<file path="src/logic/cache_macros.svh">
`ifndef CACHE_MACROS_SVH
`define CACHE_MACROS_SVH

`define DATA_W    32
`define ADDR_W    32
`define SET_W     3
`define WAYS      4
`define WAY_W     2
`define BYTE_OFF  2
`define MEM_AW    8

// Derived sizes
`define TAG_W     (`ADDR_W - `SET_W - `BYTE_OFF)
`define SETS      (1 << `SET_W)
`define MEM_DEPTH (1 << `MEM_AW)

`endif

</file>
<file path="src/logic/cache_types_pkg.sv">
`include "cache_macros.svh"

package cache_types_pkg;

    // Upper address bits kept per line
    typedef logic [`TAG_W-1:0] tag_t;

    typedef logic [`SET_W-1:0] set_t;

    typedef logic [`WAY_W-1:0] way_t;

    // Bookkeeping stored next to each data word
    typedef struct packed {
        logic valid;
        logic dirty; // Newer than backing memory
        tag_t tag;
    } line_state_t;

endpackage

</file>
<file path="src/logic/cache_array.sv">
`timescale 1ns/1ps
`include "cache_macros.svh"

module cache_array import cache_types_pkg::*; (
    input  logic               clk,
    input  logic               rst_n,
    input  logic [`ADDR_W-1:0] lookup_addr,
    input  logic               wr_en,
    input  way_t               wr_way,
    input  line_state_t        wr_state,
    input  logic [`DATA_W-1:0] wr_data,
    input  logic               advance,
    output logic               hit,
    output way_t               hit_way,
    output logic [`DATA_W-1:0] hit_data,
    output way_t               victim_way,
    output line_state_t        victim_state,
    output logic [`DATA_W-1:0] victim_data
);
    set_t               set_idx;
    tag_t               tag_in;
    logic [`WAYS-1:0]   valid_q [`SETS];
    logic [`WAYS-1:0]   dirty_q [`SETS];
    tag_t               tag_q   [`SETS][`WAYS];
    logic [`DATA_W-1:0] data_q  [`SETS][`WAYS];
    way_t               ptr_q   [`SETS]; // Round-robin victim per set

    assign set_idx = lookup_addr[`BYTE_OFF +: `SET_W];
    assign tag_in  = lookup_addr[`ADDR_W-1 -: `TAG_W];

    // All four ways of the set compared in parallel
    always_comb begin
        hit      = 1'b0;
        hit_way  = '0;
        hit_data = '0;
        for (int w = 0; w < `WAYS; w++) begin
            if (valid_q[set_idx][w] && (tag_q[set_idx][w] == tag_in)) begin
                hit      = 1'b1;
                hit_way  = way_t'(w);
                hit_data = data_q[set_idx][w];
            end
        end
    end

    assign victim_way   = ptr_q[set_idx];
    assign victim_state = {valid_q[set_idx][victim_way],
                           dirty_q[set_idx][victim_way],
                           tag_q[set_idx][victim_way]};
    assign victim_data  = data_q[set_idx][victim_way];

    always_ff @(posedge clk or negedge rst_n) begin
        if (!rst_n) begin
            for (int s = 0; s < `SETS; s++) begin
                valid_q[s] <= '0;
                dirty_q[s] <= '0;
                ptr_q[s]   <= '0;
            end
        end else begin
            if (wr_en) begin
                valid_q[set_idx][wr_way] <= wr_state.valid;
                dirty_q[set_idx][wr_way] <= wr_state.dirty;
            end
            if (advance) begin
                ptr_q[set_idx] <= way_t'(ptr_q[set_idx] + 1'b1); // Wraps after way 3
            end
        end
    end

    // Tag and word storage
    always_ff @(posedge clk) begin
        if (wr_en) begin
            tag_q[set_idx][wr_way]  <= wr_state.tag;
            data_q[set_idx][wr_way] <= wr_data;
        end
    end

endmodule

</file>
<file path="config.mk">
export PLATFORM = sky130hd
export DESIGN_NAME = cache_array
export DESIGN_NICKNAME = d
export VERILOG_FILES = /design/src/logic/cache_types_pkg.sv /design/src/logic/cache_array.sv
export VERILOG_INCLUDE_DIRS = /design/src /design/src/logic
export SDC_FILE = /design/constraint.sdc
export NUM_CORES = 2
export LEC_CHECK = 0
export BUFFER_PORTS_ARGS = -buffer_cell sky130_fd_sc_hd__buf_2
export CAP_MARGIN = 20
export CORE_MARGIN = 8
export CORE_UTILIZATION = 38
export CTS_CLUSTER_DIAMETER = 30
export CTS_CLUSTER_SIZE = 10
export DETAILED_ROUTE_END_ITERATION = 10
export SLEW_MARGIN = 10
export SYNTH_ARGS = -nofsm -noshare
export SYNTH_HDL_FRONTEND = slang
export SYNTH_SLANG_ARGS = --single-unit
</file>
<file path="constraint.sdc">
create_clock -name clk -period 9.1 [get_ports clk]
set_input_delay 1.82 -clock clk [delete_from_list [all_inputs] [get_ports clk]]
set_output_delay 1.82 -clock clk [all_outputs]
set_load 0.05 [all_outputs]
</file>
; ---- Word-level counts from Yosys, hierarchy flattened
; Memories as Yosys holds them, arrays and structs flattened.
; Cells that the tools add are included.
; W data, S select, Z words.
[totals]
regBits = 80
ramBits = 1888
word_cells = 95
mem_count = 2
[classes]
addsub = 1
magnitude_cmp = 8
n_eq_ne = 4
n_mux = 46
bitwise_logic = 3
n_reduce_logical = 7
[mem_list]
columns = memory, depth, word_bits, rd, rd_clocked_by_memory_dff, write_ports, line_no
row1 = data_q, 8, 128, 1, 0, 1, cache_array.sv:25  ; logic [`DATA_W-1:0] data_q [`SETS][`WAYS];
row2 = tag_q, 8, 108, 1, 0, 1, cache_array.sv:24  ; tag_t tag_q [`SETS][`WAYS];
[op_table]
columns = cell, n
row1 = $mux W32, 7
row2 = $mux W128, 1
row3 = $eq A27 B27 Y1, 4
row4 = $mux W108, 1
row5 = $mux W27, 3
row6 = $bmux W32 S2, 1
row7 = $bwmux W32, 2
row8 = $demux W32 S2, 1
row9 = $bmux W27 S2, 1
row10 = $demux W27 S2, 1
row11 = $bmux W4 S3, 2
row12 = $mux W4, 5
row13 = $bwmux W16, 1
row14 = $demux W4 S3, 1
row15 = $mux W2, 5
row16 = $mux W1, 9
row17 = $logic_and A1 B1 Y1, 7
row18 = $bmux W2 S3, 1
row19 = $demux W2 S3, 1
row20 = $ge A3 B3 Y1 const B, 2
row21 = $lt A2 B3 Y1 const B, 2
row22 = $not A2 Y3, 2
row23 = $bmux W1 S2, 2
row24 = $ge A4 B4 Y1 const B, 1
row25 = other kinds (6), 6

; ---- Logic depth before layout (Yosys ltp)
[logic_depth]
word_depth = 9
mapped_depth = 18
mapped_depth_nobuf = 9

; ---- Worst setup path after synthesis
; OpenSTA, ideal clock, no wires.
[synth_path]
path_kind = input port to output port
start = in lookup_addr[4]
end = out victim_data[13]
arrival_ps = 5515
setup_slack_ps = 1765
cell_stages = 16
n_path_buf = 11
cell_sequence = buf_2 > buf_6 > buf_4 > buf_4 > buf_4 > buf_2 > buf_2 > buf_4 > buf_4 > buf_2 > buf_2 > mux4_2 > nor2_1 > o21ai_0 > a21oi_1 > o21ai_0
[synth_via]
elab_chain_len = 8
word_cells_on_any_way = 9
classes_between = 6 x mux / 2 x bitwise / 1 x memory
[synth_rtl]
columns = element, line_no
row1 = start: declaration, cache_array.sv:7  ; input logic [`ADDR_W-1:0] lookup_addr,
row2 = $not A3 Y4 (implied by the code), cache_array.sv:45  ; assign victim_way = ptr_q[set_idx];
row3 = $bmux W2 S3, cache_array.sv:45
row4 = $mux W2 (implied by the code) (2 in a row), cache_array.sv:45
row5 = $not A2 Y3 (implied by the code), cache_array.sv:49  ; assign victim_data = data_q[set_idx][victim_way];
row6 = $bmux W32 S2 *, cache_array.sv:49
row7 = $mux W32 (implied by the code) * (2 in a row), cache_array.sv:49
row8 = end: declaration, cache_array.sv:18  ; output logic [`DATA_W-1:0] victim_data
; Every way passes the cells marked *; elsewhere a longest branch is shown, timed or not. The select of a mux whose other input is x is not followed.

; ---- Worst setup path in the final report
[layout_path]
start = in lookup_addr[2]
end = out hit_data[18]
[layout_via]
elab_chain_len = 9
word_cells_on_any_way = 18
classes_between = 4 x eq/ne / 7 x mux / 1 x bitwise / 4 x reduce/logical / 2 x memory
[layout_rtl]
columns = element, line_no
row1 = "parallel branches: the longest is 8 deep, another holds $mem_v2 Z8 W108", n/a
row2 = $mux W32 *, cache_array.sv:37  ; if (valid_q[set_idx][w] && (tag_q[set_idx][w] == tag_in)) begin
row3 = end: declaration, cache_array.sv:15  ; output logic [`DATA_W-1:0] hit_data,
; Mark *: on every way between the ends. The select of a mux whose other input is x is not followed.

==> impl_metrics.tcl <==
set metrics [dict create \
    synth-seq-cells 1968 \
    die_height_um 468 \
    cp_data_arrival_time_ns 6.93 \
    grtUsageTotal_pct 23.2 \
    dp.final_hpwl_um 146000 \
    worstReg2RegStart "ptr_q[3]$_DFFE_PN0P_" \
    setup.worst_path.start_class "primary input" \
    finalWeightedCongestion 0.911 \
    h_tree_levels 5 \
    floorplan.die.width_um 468 \
    globalRouteOverflowTotal 0 \
    cts-root-buf "sky130_fd_sc_hd__clkbuf_16" \
    finalNetCount 5012 \
    p_leak_nw 31.6 \
    min-delay-path-class "register to register" \
    syn_std_cell_area_um2 77600 \
    critPathCaptureType "output port" \
    min-delay-start "ptr_q[7]$_DFFE_PN0P_" \
    buffer_ports.inserted 194 \
    post_synth_num_cell_types 67 \
    drv_cap 0 \
    routed-via-count 47600 \
    grt_pass1_vias 46200 \
    wl_per_cell_um 33.2 \
    clk_skew_ns 0.00821 \
    syn_inst 4456 \
    drt_iter0_drc 6243 \
    dominantRegCellSynth "sky130_fd_sc_hd__edfxtp_1" \
    clk_latency_ns 0.90 \
    drt_first_pass_iters 6 \
    ir_drop_mv 0.216 \
    r2r_slack_ns 6.72 \
    worst_hold_path.endpoint "ptr_q[7]$_DFFE_PN0P_" \
    final-setup-viol-count 0 \
    p_per_area_nw_per_um2 269 \
    detail-route-antenna-nets 0 \
    core_um2 204000 \
    layout.cells.non_filler 7881 \
    status "finished clean" \
    hold_viol_final 0 \
    post-place-ws_ns 0.530 \
    timing_worst_setup_path_type "primary input to output port" \
    reg2reg_to "ptr_q[1]$_DFFE_PN0P_" \
    row_count 166 \
    clock_path_buffers 4 \
    ys_async_sr_fraction_pct 4.07 \
    timing.critical_path.required_ns 7.28 \
    clkSlewWorstSetupHoldPaths_ns 0.05 \
    maxClockFrequency_ghz 0.114 \
    design.die.area_um2 219000 \
    route.detailed.vias_per_inst 6.04 \
    seq_area_frac_synth_pct 75.6 \
    tns_ns 0 \
    slew_violations 0 \
    postRouteWirelength_um 261000 \
    cts.sinks 1968 \
    flow.area_growth_from_synthesis_pct 22.4 \
    hold-path-cell-count 2 \
    antenna_found_initial 49 \
    synth_top_cell_by_area "sky130_fd_sc_hd__edfxtp_1" \
    fin_crit_ns 8.75 \
    grt_first_pass_wirelength_um 361000 \
    fin_total_pwr_mw 25.5 \
    synth.top_cells.by_area "sky130_fd_sc_hd__edfxtp_1 73%, sky130_fd_sc_hd__mux4_2 3.1%, sky130_fd_sc_hd__a22oi_1 2.9%" \
    ctsHoldBuffers 0 \
    rsz_0062_raised_after_global_routing "no" \
    cts-buffers-inserted 347 \
    worst_pin_slew_ns 1.21 \
    maxSlewHeadroom_pct 18.2 \
    synth_area_per_cell_um2 17.4 \
    worst-r2r-cell-count 7 \
    fin_worst_hold_slack_ns 0.481 \
    yosysTopAreaCellShare_pct 73.0 \
    placed_cells 7251 \
    grt_max_degree 95 \
    setup_ws_ns 0.348 \
    drive_gt1_share_pct 25.0 \
    number_of_buffers_added_for_setup_after_cts 0 \
    yosys_warnings 0 \
    cp_max_fo 66 \
    synth.net_count 4555 \
    initial_core_util_pct 38.1 \
    synth_edf_count 1888 \
    ports 197 \
    tritoncts_clock_tree "done" \
    final_min_period_over_clock_period_pct 96.2 \
    ctsResizeCount 0 \
    number_of_remaining_drc_errors 0 \
]
[stage by stage]
stage	util [%]	instance area, um2
4_1_cts	46.6	94900
3_5_place_dp	41.1	83700
5_1_grt	46.6	95000
3_3_place_gp	41.1	83700
6_report	46.6	95000
2_1_floorplan	-	77600
[kinds of logic after synthesis]
group                  count (synthesis)  synth area share [%]
multiplexers                         496                  8.45
buffers and inverters                315                  1.94
AND/OR/NAND/NOR                      608                  3.86
flip-flops                          1968                  75.6
AO/OA/AOI/OAI                        966                  8.97
XOR/XNOR                             103                  1.16
[registers in the layout, summed over array words and instances (netlist names)]
signal and flops:
ptr_q 16, dirty_q 32, valid_q 32, data_q 1024, tag_q 864
[cell type report]
cell class / count / area (um2)
diodes: 26 / 65.1
clock buffers: 395 / 9000
clock inverters: 208 / 2210
fillers: 17000 / 109000
inverters: 15 / 71.3
multi-input cells: 2173 / 17800
flip-flops and latches: 1968 / 58700
well taps: 2688 / 3360
repair buffers: 408 / 3810
[layer usage]
metal / wire length [um] / track usage, %
met1: 100000 / 30.5
met2: 123000 / 37.1
met3: 24900 / 4.30
met4: 13200 / 11.3
met5: 36 / 0
[cells in the mapped netlist (all sizes together) (80+ instances only)]
master  number
a221oi     122
buf        137
a22oi      305
a21oi      100
nor2       134
dfrtp       80
nand2      221
mux2       164
edfxtp    1888
mux2i      224
mux4       108
o21ai      155
clkbuf     163
[worst max-delay path, cell delays in order]
cell,delay [ns]
sky130_fd_sc_hd__buf_8,0.18
sky130_fd_sc_hd__buf_4,0.29
sky130_fd_sc_hd__nor2b_4,0.76
sky130_fd_sc_hd__buf_4,0.41
sky130_fd_sc_hd__a22oi_1,0.12
sky130_fd_sc_hd__o22ai_1,0.50
sky130_fd_sc_hd__xor2_1,0.15
sky130_fd_sc_hd__nor4_1,0.37
sky130_fd_sc_hd__nand4_1,0.17
sky130_fd_sc_hd__or4_2,0.81
sky130_fd_sc_hd__buf_4,0.44
sky130_fd_sc_hd__o22ai_1,0.52
sky130_fd_sc_hd__buf_12,0.21
[where the power goes]
| group | total, mW | switching (mW) | internal [mW] |
|---|---|---|---|
| clock | 12.5 | 4.33 | 8.12 |
| combinational | 2.87 | 2.00 | 0.865 |
| sequential | 10.2 | 0.0667 | 10.1 |
[layout by cell type, fill, tap and decap left out, types with 26 or more instances in the layout]
cell and count:
sky130_fd_sc_hd__mux2i_1 221, sky130_fd_sc_hd__clkinv_1 36, sky130_fd_sc_hd__mux2_2 160, sky130_fd_sc_hd__a21oi_1 100
sky130_fd_sc_hd__bufinv_16 37, sky130_fd_sc_hd__buf_4 183, sky130_fd_sc_hd__clkbuf_1 41, sky130_fd_sc_hd__clkinvlp_4 34
sky130_fd_sc_hd__nand2_1 221, sky130_fd_sc_hd__a221o_1 40, sky130_fd_sc_hd__a22o_1 47, sky130_fd_sc_hd__nor2_1 96
sky130_fd_sc_hd__diode_2 26, sky130_fd_sc_hd__o211ai_1 37, sky130_fd_sc_hd__xnor2_1 49, sky130_fd_sc_hd__xor2_1 54
sky130_fd_sc_hd__o21ai_0 151, sky130_fd_sc_hd__or3_1 38, sky130_fd_sc_hd__nor2_4 35, sky130_fd_sc_hd__mux4_2 107
sky130_fd_sc_hd__o22ai_1 73, sky130_fd_sc_hd__buf_2 137, sky130_fd_sc_hd__clkinv_2 51, sky130_fd_sc_hd__a221oi_1 122
sky130_fd_sc_hd__dfrtp_1 80, sky130_fd_sc_hd__clkbuf_16 353, sky130_fd_sc_hd__nand3_1 42, sky130_fd_sc_hd__o311a_1 28
sky130_fd_sc_hd__buf_12 84, sky130_fd_sc_hd__edfxtp_1 1888, sky130_fd_sc_hd__nand4_1 37, sky130_fd_sc_hd__a22oi_1 305
[worst max-delay path by stage]
stage,start,endpoint,cells past startpoint
after global routing,lookup_addr[2],hit_data[24],15
final,lookup_addr[2],hit_data[18],13
after CTS,lookup_addr[2],hit_data[2],13
after global placement,lookup_addr[3],hit_data[15],12
after detailed placement,lookup_addr[2],hit_data[2],13
after floorplan,lookup_addr[4],victim_data[13],16
Note: power is estimated with default switching activity, not from simulation.
