### config.mk
export PLATFORM = sky130hd
export DESIGN_NAME = cache_ctrl
export DESIGN_NICKNAME = d
export VERILOG_FILES = /design/src/logic/cache_types_pkg.sv /design/src/logic/bus_types_pkg.sv /design/src/logic/cache_ctrl.sv
export VERILOG_INCLUDE_DIRS = /design/src /design/src/logic
export SDC_FILE = /design/constraint.sdc
export NUM_CORES = 1
export LEC_CHECK = 0
export BUFFER_PORTS_ARGS = -buffer_cell sky130_fd_sc_hd__buf_4
export CAP_MARGIN = 5
export CELL_PAD_IN_SITES_DETAIL_PLACEMENT = 0
export CELL_PAD_IN_SITES_GLOBAL_PLACEMENT = 1
export CORE_AREA = 5 5 141 143
export DETAILED_ROUTE_END_ITERATION = 6
export DIE_AREA = 0 0 146 148
export PLACE_DENSITY = 0.75
export SYNTH_ARGS = -nofsm -noshare
export SYNTH_HDL_FRONTEND = slang
export SYNTH_SLANG_ARGS = --single-unit
### constraint.sdc
create_clock -name clk -period 16.8 [get_ports clk]
set_input_delay 3.36 -clock clk [delete_from_list [all_inputs] [get_ports clk]]
set_output_delay 3.36 -clock clk [all_outputs]
set_load 0.005 [all_outputs]
### src/logic/cache_macros.svh
`ifndef CACHE_MACROS_SVH
`define CACHE_MACROS_SVH

`define DATA_W    32
`define ADDR_W    32
`define SET_W     3
`define WAYS      4
`define WAY_W     2
`define BYTE_OFF  2
`define MEM_AW    8

// Derived sizes
`define TAG_W     (`ADDR_W - `SET_W - `BYTE_OFF)
`define SETS      (1 << `SET_W)
`define MEM_DEPTH (1 << `MEM_AW)

`endif

### src/logic/cache_types_pkg.sv
`include "cache_macros.svh"

package cache_types_pkg;

    // Upper address bits kept per line
    typedef logic [`TAG_W-1:0] tag_t;

    typedef logic [`SET_W-1:0] set_t;

    typedef logic [`WAY_W-1:0] way_t;

    // Bookkeeping stored next to each data word
    typedef struct packed {
        logic valid;
        logic dirty; // Newer than backing memory
        tag_t tag;
    } line_state_t;

endpackage

### src/logic/bus_types_pkg.sv
`include "cache_macros.svh"

package bus_types_pkg;

    // Processor side, byte addressed
    typedef struct packed {
        logic              we;
        logic [`ADDR_W-1:0] addr;
        logic [`DATA_W-1:0] wdata;
    } cpu_req_t;

    typedef struct packed {
        logic [`DATA_W-1:0] rdata;
        logic               hit; // Served without memory traffic
    } cpu_rsp_t;

    // Memory side, word addressed
    typedef struct packed {
        logic               we;
        logic [`MEM_AW-1:0] addr;
        logic [`DATA_W-1:0] wdata;
    } mem_req_t;

endpackage

### src/logic/cache_ctrl.sv
`timescale 1ns/1ps
`include "cache_macros.svh"

module cache_ctrl import cache_types_pkg::*, bus_types_pkg::*; (
    input  logic               clk,
    input  logic               rst_n,
    input  cpu_req_t           cpu_req,
    input  logic               req,
    output cpu_rsp_t           cpu_rsp,
    output logic               ack,
    output logic [`ADDR_W-1:0] lookup_addr,
    output logic               wr_en,
    output way_t               wr_way,
    output line_state_t        wr_state,
    output logic [`DATA_W-1:0] wr_data,
    output logic               advance,
    input  logic               hit,
    input  way_t               hit_way,
    input  logic [`DATA_W-1:0] hit_data,
    input  way_t               victim_way,
    input  line_state_t        victim_state,
    input  logic [`DATA_W-1:0] victim_data,
    output mem_req_t           mem_req,
    output logic               mem_req_valid,
    input  logic [`DATA_W-1:0] mem_rdata,
    input  logic               mem_ack
);
    typedef enum logic [2:0] {IDLE, LOOKUP, WRITEBACK, FILL, RESPOND, RELEASE} state_t;

    state_t                    state_q;
    cpu_req_t                  req_q;
    cpu_rsp_t                  rsp_q;
    logic                      ack_q;
    logic                      fill_done_q;
    logic                      victim_dirty;
    logic                      hit_write;
    logic                      install;
    tag_t                      req_tag;
    set_t                      req_set;
    logic [`TAG_W+`SET_W-1:0]  wb_word; // Victim's word address

    assign req_tag      = req_q.addr[`ADDR_W-1 -: `TAG_W];
    assign req_set      = req_q.addr[`BYTE_OFF +: `SET_W];
    assign wb_word      = {victim_state.tag, req_set};
    assign victim_dirty = victim_state.valid && victim_state.dirty;
    assign lookup_addr  = req_q.addr;

    // Install is either a clean write miss or the end of the last memory handshake
    assign hit_write = (state_q == LOOKUP) && hit && req_q.we;
    assign install   = ((state_q == LOOKUP) && !hit && req_q.we && !victim_dirty) ||
                       ((state_q == RELEASE) && !mem_ack && (req_q.we || fill_done_q));

    assign wr_en    = hit_write || install;
    assign wr_way   = hit_write ? hit_way : victim_way;
    assign wr_state = '{valid: 1'b1, dirty: req_q.we, tag: req_tag};
    assign wr_data  = req_q.we ? req_q.wdata : mem_rdata;
    assign advance  = install;

    always_comb begin
        mem_req       = '0;
        mem_req_valid = 1'b0;
        if (state_q == WRITEBACK) begin
            mem_req.we    = 1'b1;
            mem_req.addr  = wb_word[`MEM_AW-1:0];
            mem_req.wdata = victim_data;
            mem_req_valid = 1'b1;
        end else if (state_q == FILL) begin
            mem_req.addr  = req_q.addr[`BYTE_OFF +: `MEM_AW];
            mem_req_valid = 1'b1;
        end
    end

    always_ff @(posedge clk or negedge rst_n) begin
        if (!rst_n) begin
            state_q     <= IDLE;
            ack_q       <= 1'b0;
            fill_done_q <= 1'b0;
        end else begin
            case (state_q)
                IDLE: begin
                    if (req) begin
                        state_q     <= LOOKUP;
                        fill_done_q <= 1'b0;
                    end
                end
                LOOKUP: begin
                    if (hit || install) begin
                        ack_q   <= 1'b1;
                        state_q <= RESPOND;
                    end else if (victim_dirty) begin
                        state_q <= WRITEBACK;
                    end else begin
                        state_q <= FILL;
                    end
                end
                WRITEBACK: if (mem_ack) state_q <= RELEASE;
                FILL: begin
                    if (mem_ack) begin
                        fill_done_q <= 1'b1;
                        state_q     <= RELEASE;
                    end
                end
                RELEASE: begin
                    // Wait for memory ack to return low
                    if (!mem_ack) begin
                        if (install) begin
                            ack_q   <= 1'b1;
                            state_q <= RESPOND;
                        end else begin
                            state_q <= FILL; // Read miss after write-back
                        end
                    end
                end
                RESPOND: begin
                    if (!req) begin
                        ack_q   <= 1'b0;
                        state_q <= IDLE;
                    end
                end
                default: state_q <= IDLE;
            endcase
        end
    end

    always_ff @(posedge clk) begin
        if ((state_q == IDLE) && req) begin
            req_q <= cpu_req;
        end
        if ((state_q == LOOKUP) && hit) begin
            rsp_q <= '{rdata: req_q.we ? req_q.wdata : hit_data, hit: 1'b1};
        end else if (install) begin
            rsp_q <= '{rdata: wr_data, hit: 1'b0};
        end
    end

    assign cpu_rsp = rsp_q;
    assign ack     = ack_q;

endmodule

=== Word level (Yosys, flattened, before mapping) ===
Cells that the tools add are included.

* Input bits: 199
* Output and inout bits: 173
* Word-level logic and storage cells: 71
* Bits in registers: 103

* Equality and inequality tests: 12
* Mux-type cells: 27
* Reduce and logical (&&, ||, !) cells: 24

{| class="wikitable"
|+ Operators by type and width
! cell !! number
|-
| 2-to-1 mux 32 bit || 3
|-
| 2-to-1 mux 33 bit || 2
|-
| 2-to-1 mux 3 bit || 6
|-
| 2-to-1 mux 8 bit || 2
|-
| one-hot mux 3 bit (5 select lines) || 1
|-
| 2-to-1 mux 1 bit || 10
|-
| inequality test 2 bit (second input constant) || 5
|-
| logical AND 1 bit || 9
|-
| == test 3 x 2 -> 1 bit (second input constant) || 2
|-
| == test 3 bit (second input constant) || 2
|-
| AND reduction 5 bit || 1
|-
| logical OR 1 bit || 4
|-
| inequality test 2 x 1 -> 1 bit (second input constant) || 2
|-
| AND reduction 4 bit || 1
|-
| nonzero test 2 bit || 2
|-
| == test 3 x 1 -> 1 bit (second input constant) || 1
|-
| zero test 1 bit || 3
|-
| zero test 3 bit || 1
|-
| one-hot mux 1 bit (3 select lines) || 1
|-
| AND reduction 3 bit || 1
|-
| nonzero test 3 bit || 1
|-
| 2-to-1 mux 2 bit || 1
|-
| one-hot mux 1 bit (2 select lines) || 1
|-
| OR reduction 2 bit || 1
|}

=== Logic depth before layout (Yosys ltp) ===
* Depth after elaboration: 8
* Mapped depth: 6

=== Worst setup path after synthesis ===
Ideal clock, no wire load.

* Kind: input-to-reg
* From: in req
* To: reg req_q (netlist bit lookup_addr[0]) (enable)
* Buffers on the path: 0
* Arrival: 7.881 ns
* Setup time: 0.570 ns
* Stages: 2
* Setup slack: 8.348 ns
* Data required time: 16.230 ns
* Cell sequence: nand2b_1 nor3_1

* Longest elaborated chain between the ends: 1

{| class="wikitable"
|+ Ends and longest elaborated chain
! item !! RTL line !! RTL
|-
| start, declared || cache_ctrl.sv:8 || <nowiki>input logic req,</nowiki>
|-
| logical AND 1 bit || cache_ctrl.sv:126 || <nowiki>if ((state_q == IDLE) && req) begin</nowiki>
|-
| end signal, assigned || cache_ctrl.sv:127 || <nowiki>req_q <= cpu_req;</nowiki>
|-
| end, declared || cache_ctrl.sv:31 || <nowiki>cpu_req_t req_q;</nowiki>
|}

Every way passes these cells.
A chain may end at the register's enable or synchronous reset.

=== Final worst setup path ===
* From: in hit
* To: out wr_way[0]

* Longest elaborated chain between the ends: 3

{| class="wikitable"
|+ Ends and longest elaborated chain
! item !! RTL line !! RTL
|-
| start, declared || cache_ctrl.sv:17 || <nowiki>input logic hit,</nowiki>
|-
| logical AND 1 bit (2 in a row) || cache_ctrl.sv:49 || <nowiki>assign hit_write = (state_q == LOOKUP) && hit && req_q.we;</nowiki>
|-
| 2-to-1 mux 2 bit || cache_ctrl.sv:54 || <nowiki>assign wr_way = hit_write ? hit_way : victim_way;</nowiki>
|-
| end, declared || cache_ctrl.sv:13 || <nowiki>output way_t wr_way,</nowiki>
|}

Every way passes these cells.

==> run summary <==
=================================================================================
Port-buffer cells                                                             348
Final Hold Violating Endpoints                                                  0
TritonCTS clock tree                                                          yes
Kind of capture point of the worst setup path                          output pin
Via-per-instance ratio                                                       4.48
Hold slack final                                                         0.498 ns
Cell count of the worst reg-to-reg path                                         5
Final setup TNS                                                              0 ns
Peak fanout along the critical path                                            34
Final Net Count                                                               889
Achievable clock frequency                                                122 MHz
Count of flip-flops with a built-in enable after synthesis                     97
WL/cell                                                                   18.4 µm
Proportion of layout cells with a drive suffix above 1                      0.593
Area of the mapped netlist                                            0.00532 mm²
Type of origin of the critical path                                    input port
Area of the die                                                        0.0216 mm²
Worst voltage drop across the vdd grid                                  0.0563 mV
Net Count, Synth                                                              610
Global-route wire length before repair                                   25500 µm
Row count                                                                      50
Synth Warn #                                                                    0
Tcrit/Tclk final                                                            0.490
H-tree levels                                                                   3
Placed inst area                                                      0.00767 mm²
Number of setup buffers added after CTS                                         0
Reg-to-Reg Start                                                     wr_state[27]$_DFFE_PP_
Height of the chip                                                         148 µm
Post-cts hold buffer count                                                      0
Post-route cell area                                                  0.00797 mm²
Number of maximum-capacitance violations                                        0
Maximum clock path buffer count                                                 2
Number of setup violations in the final report                                  0
Number of DRC markers in iteration 0                                          153
Source-to-sink clock delay at the later pin of the worst-skew pair        0.35 ns
Post-route clock skew                                                  0.00984 ns
Residual overflow from global routing                                           0
Synthesized area divided by synthesized cell count                       12.9 µm²
Initial antenna violation count                                                 0
Wire length reported by the detailed router                              17100 µm
Slew at the pin with the worst max-slew slack                             1.13 ns
Setup slack on the worst flop-to-flop path                               13.94 ns
Synthesized netlist cell count                                                411
Area share of the largest cell type after synthesis                         0.548
Power per Cell Area                                                    125 mW/mm²
Category of the most critical setup path                             input port to output pin
Setup repair after global routing missed its margin                            no
Synth Flop Type                                                      sky130_fd_sc_hd__edfxtp_1
Area inside the core boundary                                          0.0185 mm²
Cell type contributing the most total cell area after synthesis      sky130_fd_sc_hd__edfxtp_1
Pin count of the biggest net entering global routing                           66
Number of design rule violations left after detail routing                      0
Total routing resource utilization after global routing                     0.150
Time the final worst path needs with I/O delays and setup                 8.23 ns
Data arrival, critical path                                               4.87 ns
Hold Path Cell Cnt                                                              1
Required time of the critical path                                       13.44 ns
Share of flip-flops with an asynchronous set or reset                      0.0485
Number of global-route vias before repair                                    4438
Post-synthesis register bit count                                             103
Top cells by area, synth                                             sky130_fd_sc_hd__edfxtp_1 (55%), sky130_fd_sc_hd__buf_4 (8.8%), sky130_fd_sc_hd__mux2_2 (7.2%), sky130_fd_sc_hd__mux2i_1 (7.0%), sky130_fd_sc_hd__a211oi_1 (4.5%)
Worst slew slack as a fraction of its limit                                 0.246
Leakage                                                                   3.42 nW
Final max-slew violation count                                                  0
I/O pins                                                                      372
Initial Util                                                                0.288
Sequential area share after synthesis                                       0.575
HP Start                                                             cpu_rsp[0]$_SDFFE_PP1P_
Sink Count                                                                    103
Antenna Cells                                                                   0
Run status                                                           complete, no violations
Worst r2r dst                                                        cpu_rsp[29]$_DFFE_PP_
Type of the most critical hold path                                  register to register
End point of the most critical hold path                             cpu_rsp[0]$_SDFFE_PP1P_
Routability-driven placement congestion ratio                               0.780
Fillers                                                                      1748
Remaining antenna violation count after routing                                 0
Initial DRT Pass Iterations                                                     4
Clock root buffer master                                             sky130_fd_sc_hd__clkbuf_16
Number of CTS-inserted buffers                                                  9
Total of cells resized after clock tree synthesis                               0
HPWL after detailed placement                                            13100 µm
Total vias in the final route                                                4166
Clock slew seen by the registers of the worst setup and hold paths        0.07 ns
Syn-to-layout area delta                                                    50.0%
Synth cell types                                                               40
Die Wd                                                                     146 µm
=================================================================================
synthesized netlist by cell type (2+ instances only):
cell and number:
sky130_fd_sc_hd__a211oi_1 32, sky130_fd_sc_hd__and2_1 35, sky130_fd_sc_hd__buf_1 2, sky130_fd_sc_hd__buf_2 8, sky130_fd_sc_hd__buf_4 62, sky130_fd_sc_hd__buf_8 3, sky130_fd_sc_hd__clkbuf_1 9, sky130_fd_sc_hd__dfrtp_1 5
sky130_fd_sc_hd__edfxtp_1 97, sky130_fd_sc_hd__inv_1 7, sky130_fd_sc_hd__mux2_2 34, sky130_fd_sc_hd__mux2i_1 37, sky130_fd_sc_hd__nand2_1 4, sky130_fd_sc_hd__nand2b_1 3, sky130_fd_sc_hd__nor2_1 40, sky130_fd_sc_hd__nor2b_1 3
sky130_fd_sc_hd__nor3_1 2, sky130_fd_sc_hd__o21ai_0 4, sky130_fd_sc_hd__o22ai_1 2, sky130_fd_sc_hd__or2_2 2
where the power goes:
part           internal (W)  switching, W  total (W)
clock network      0.000106      0.000105   0.000210
registers          0.000372     0.0000372   0.000409
logic              0.000195      0.000183   0.000379
total              0.000673      0.000325   0.000998
registers in the layout (all words and copies together) (netlist names):
name         count
cpu_rsp         33
lookup_addr     32
req_q           32
state_q          3
ack              1
fill_done_q      1
wr_state         1
cell type report:
cell class / count / area (µm²) / area share
Clock inverter: 7 / 73.8 / 0.00926
Tap cell: 234 / 293 / 0.0367
Inverter: 7 / 26.3 / 0.00330
Clock buffer: 9 / 225 / 0.0282
Timing Repair Buffer: 353 / 2650 / 0.332
Sequential cell: 103 / 3060 / 0.383
Multi-Input combinational cell: 216 / 1650 / 0.207
stage by stage:
stage,total power (W),setup WS (ns),utilization,std cells
CTS,0.00102,8.53,0.432,929
finish,0.000998,8.57,0.432,929
global route,0.00106,8.46,0.432,929
global placement,0.000797,8.55,0.416,913
floorplan,0.000625,8.35,-,411
detailed placement,0.000803,8.54,0.416,913
routing by layer:
metal	global-route usage	up-vias	part of all wire	wire length (µm)
li1	-	1998	-	-
met1	0.176	1967	0.39	6740
met2	0.267	184	0.52	8940
met3	0.0429	17	0.069	1180
met4	0.0447	0	0.016	275
met5	0	-	0	0
worst max path at each step:
stage / startpoint / end / slack, ns / depth (start not counted)
after floorplan: req / lookup_addr[0]$_DFFE_PP_ / 8.35 / 2
after global placement: hit / wr_way[1] / 8.55 / 6
after detailed placement: hit / wr_way[0] / 8.54 / 6
after CTS: hit / wr_way[0] / 8.53 / 6
after global routing: hit / wr_way[0] / 8.46 / 6
final: hit / wr_way[0] / 8.57 / 6
cell families after synthesis:
group	share of synthesized area
DFF	0.575
buffers and inverters	0.118
and+or+nand+nor	0.0859
muxes	0.142
AOI/OAI and AO/OA	0.0781
other	0.000705
layout by cell type (no fill, tap or decap), types with 2 or more instances in the layout:
cell type / count
sky130_fd_sc_hd__mux2i_1: 37
sky130_fd_sc_hd__clkinv_4: 2
sky130_fd_sc_hd__o22ai_1: 2
sky130_fd_sc_hd__dfrtp_1: 5
sky130_fd_sc_hd__inv_1: 6
sky130_fd_sc_hd__mux2_2: 34
sky130_fd_sc_hd__inv_8: 2
sky130_fd_sc_hd__nand2b_1: 3
sky130_fd_sc_hd__o21ai_0: 4
sky130_fd_sc_hd__buf_4: 353
sky130_fd_sc_hd__or2_2: 2
sky130_fd_sc_hd__edfxtp_1: 97
sky130_fd_sc_hd__and2_1: 35
sky130_fd_sc_hd__a211oi_1: 32
sky130_fd_sc_hd__nor2_1: 39
sky130_fd_sc_hd__clkbuf_16: 9
sky130_fd_sc_hd__nand2_1: 4
sky130_fd_sc_hd__inv_6: 2
sky130_fd_sc_hd__nor2b_1: 3
worst max-delay path, cell delays in order:
cell and delay, ns:
sky130_fd_sc_hd__buf_4 0.11, sky130_fd_sc_hd__and4bb_2 0.22, sky130_fd_sc_hd__buf_4 0.52, sky130_fd_sc_hd__nand2_1 0.17, sky130_fd_sc_hd__mux2_2 0.33, sky130_fd_sc_hd__buf_4 0.15
No activity file was read; power rests on OpenSTA's default activity.
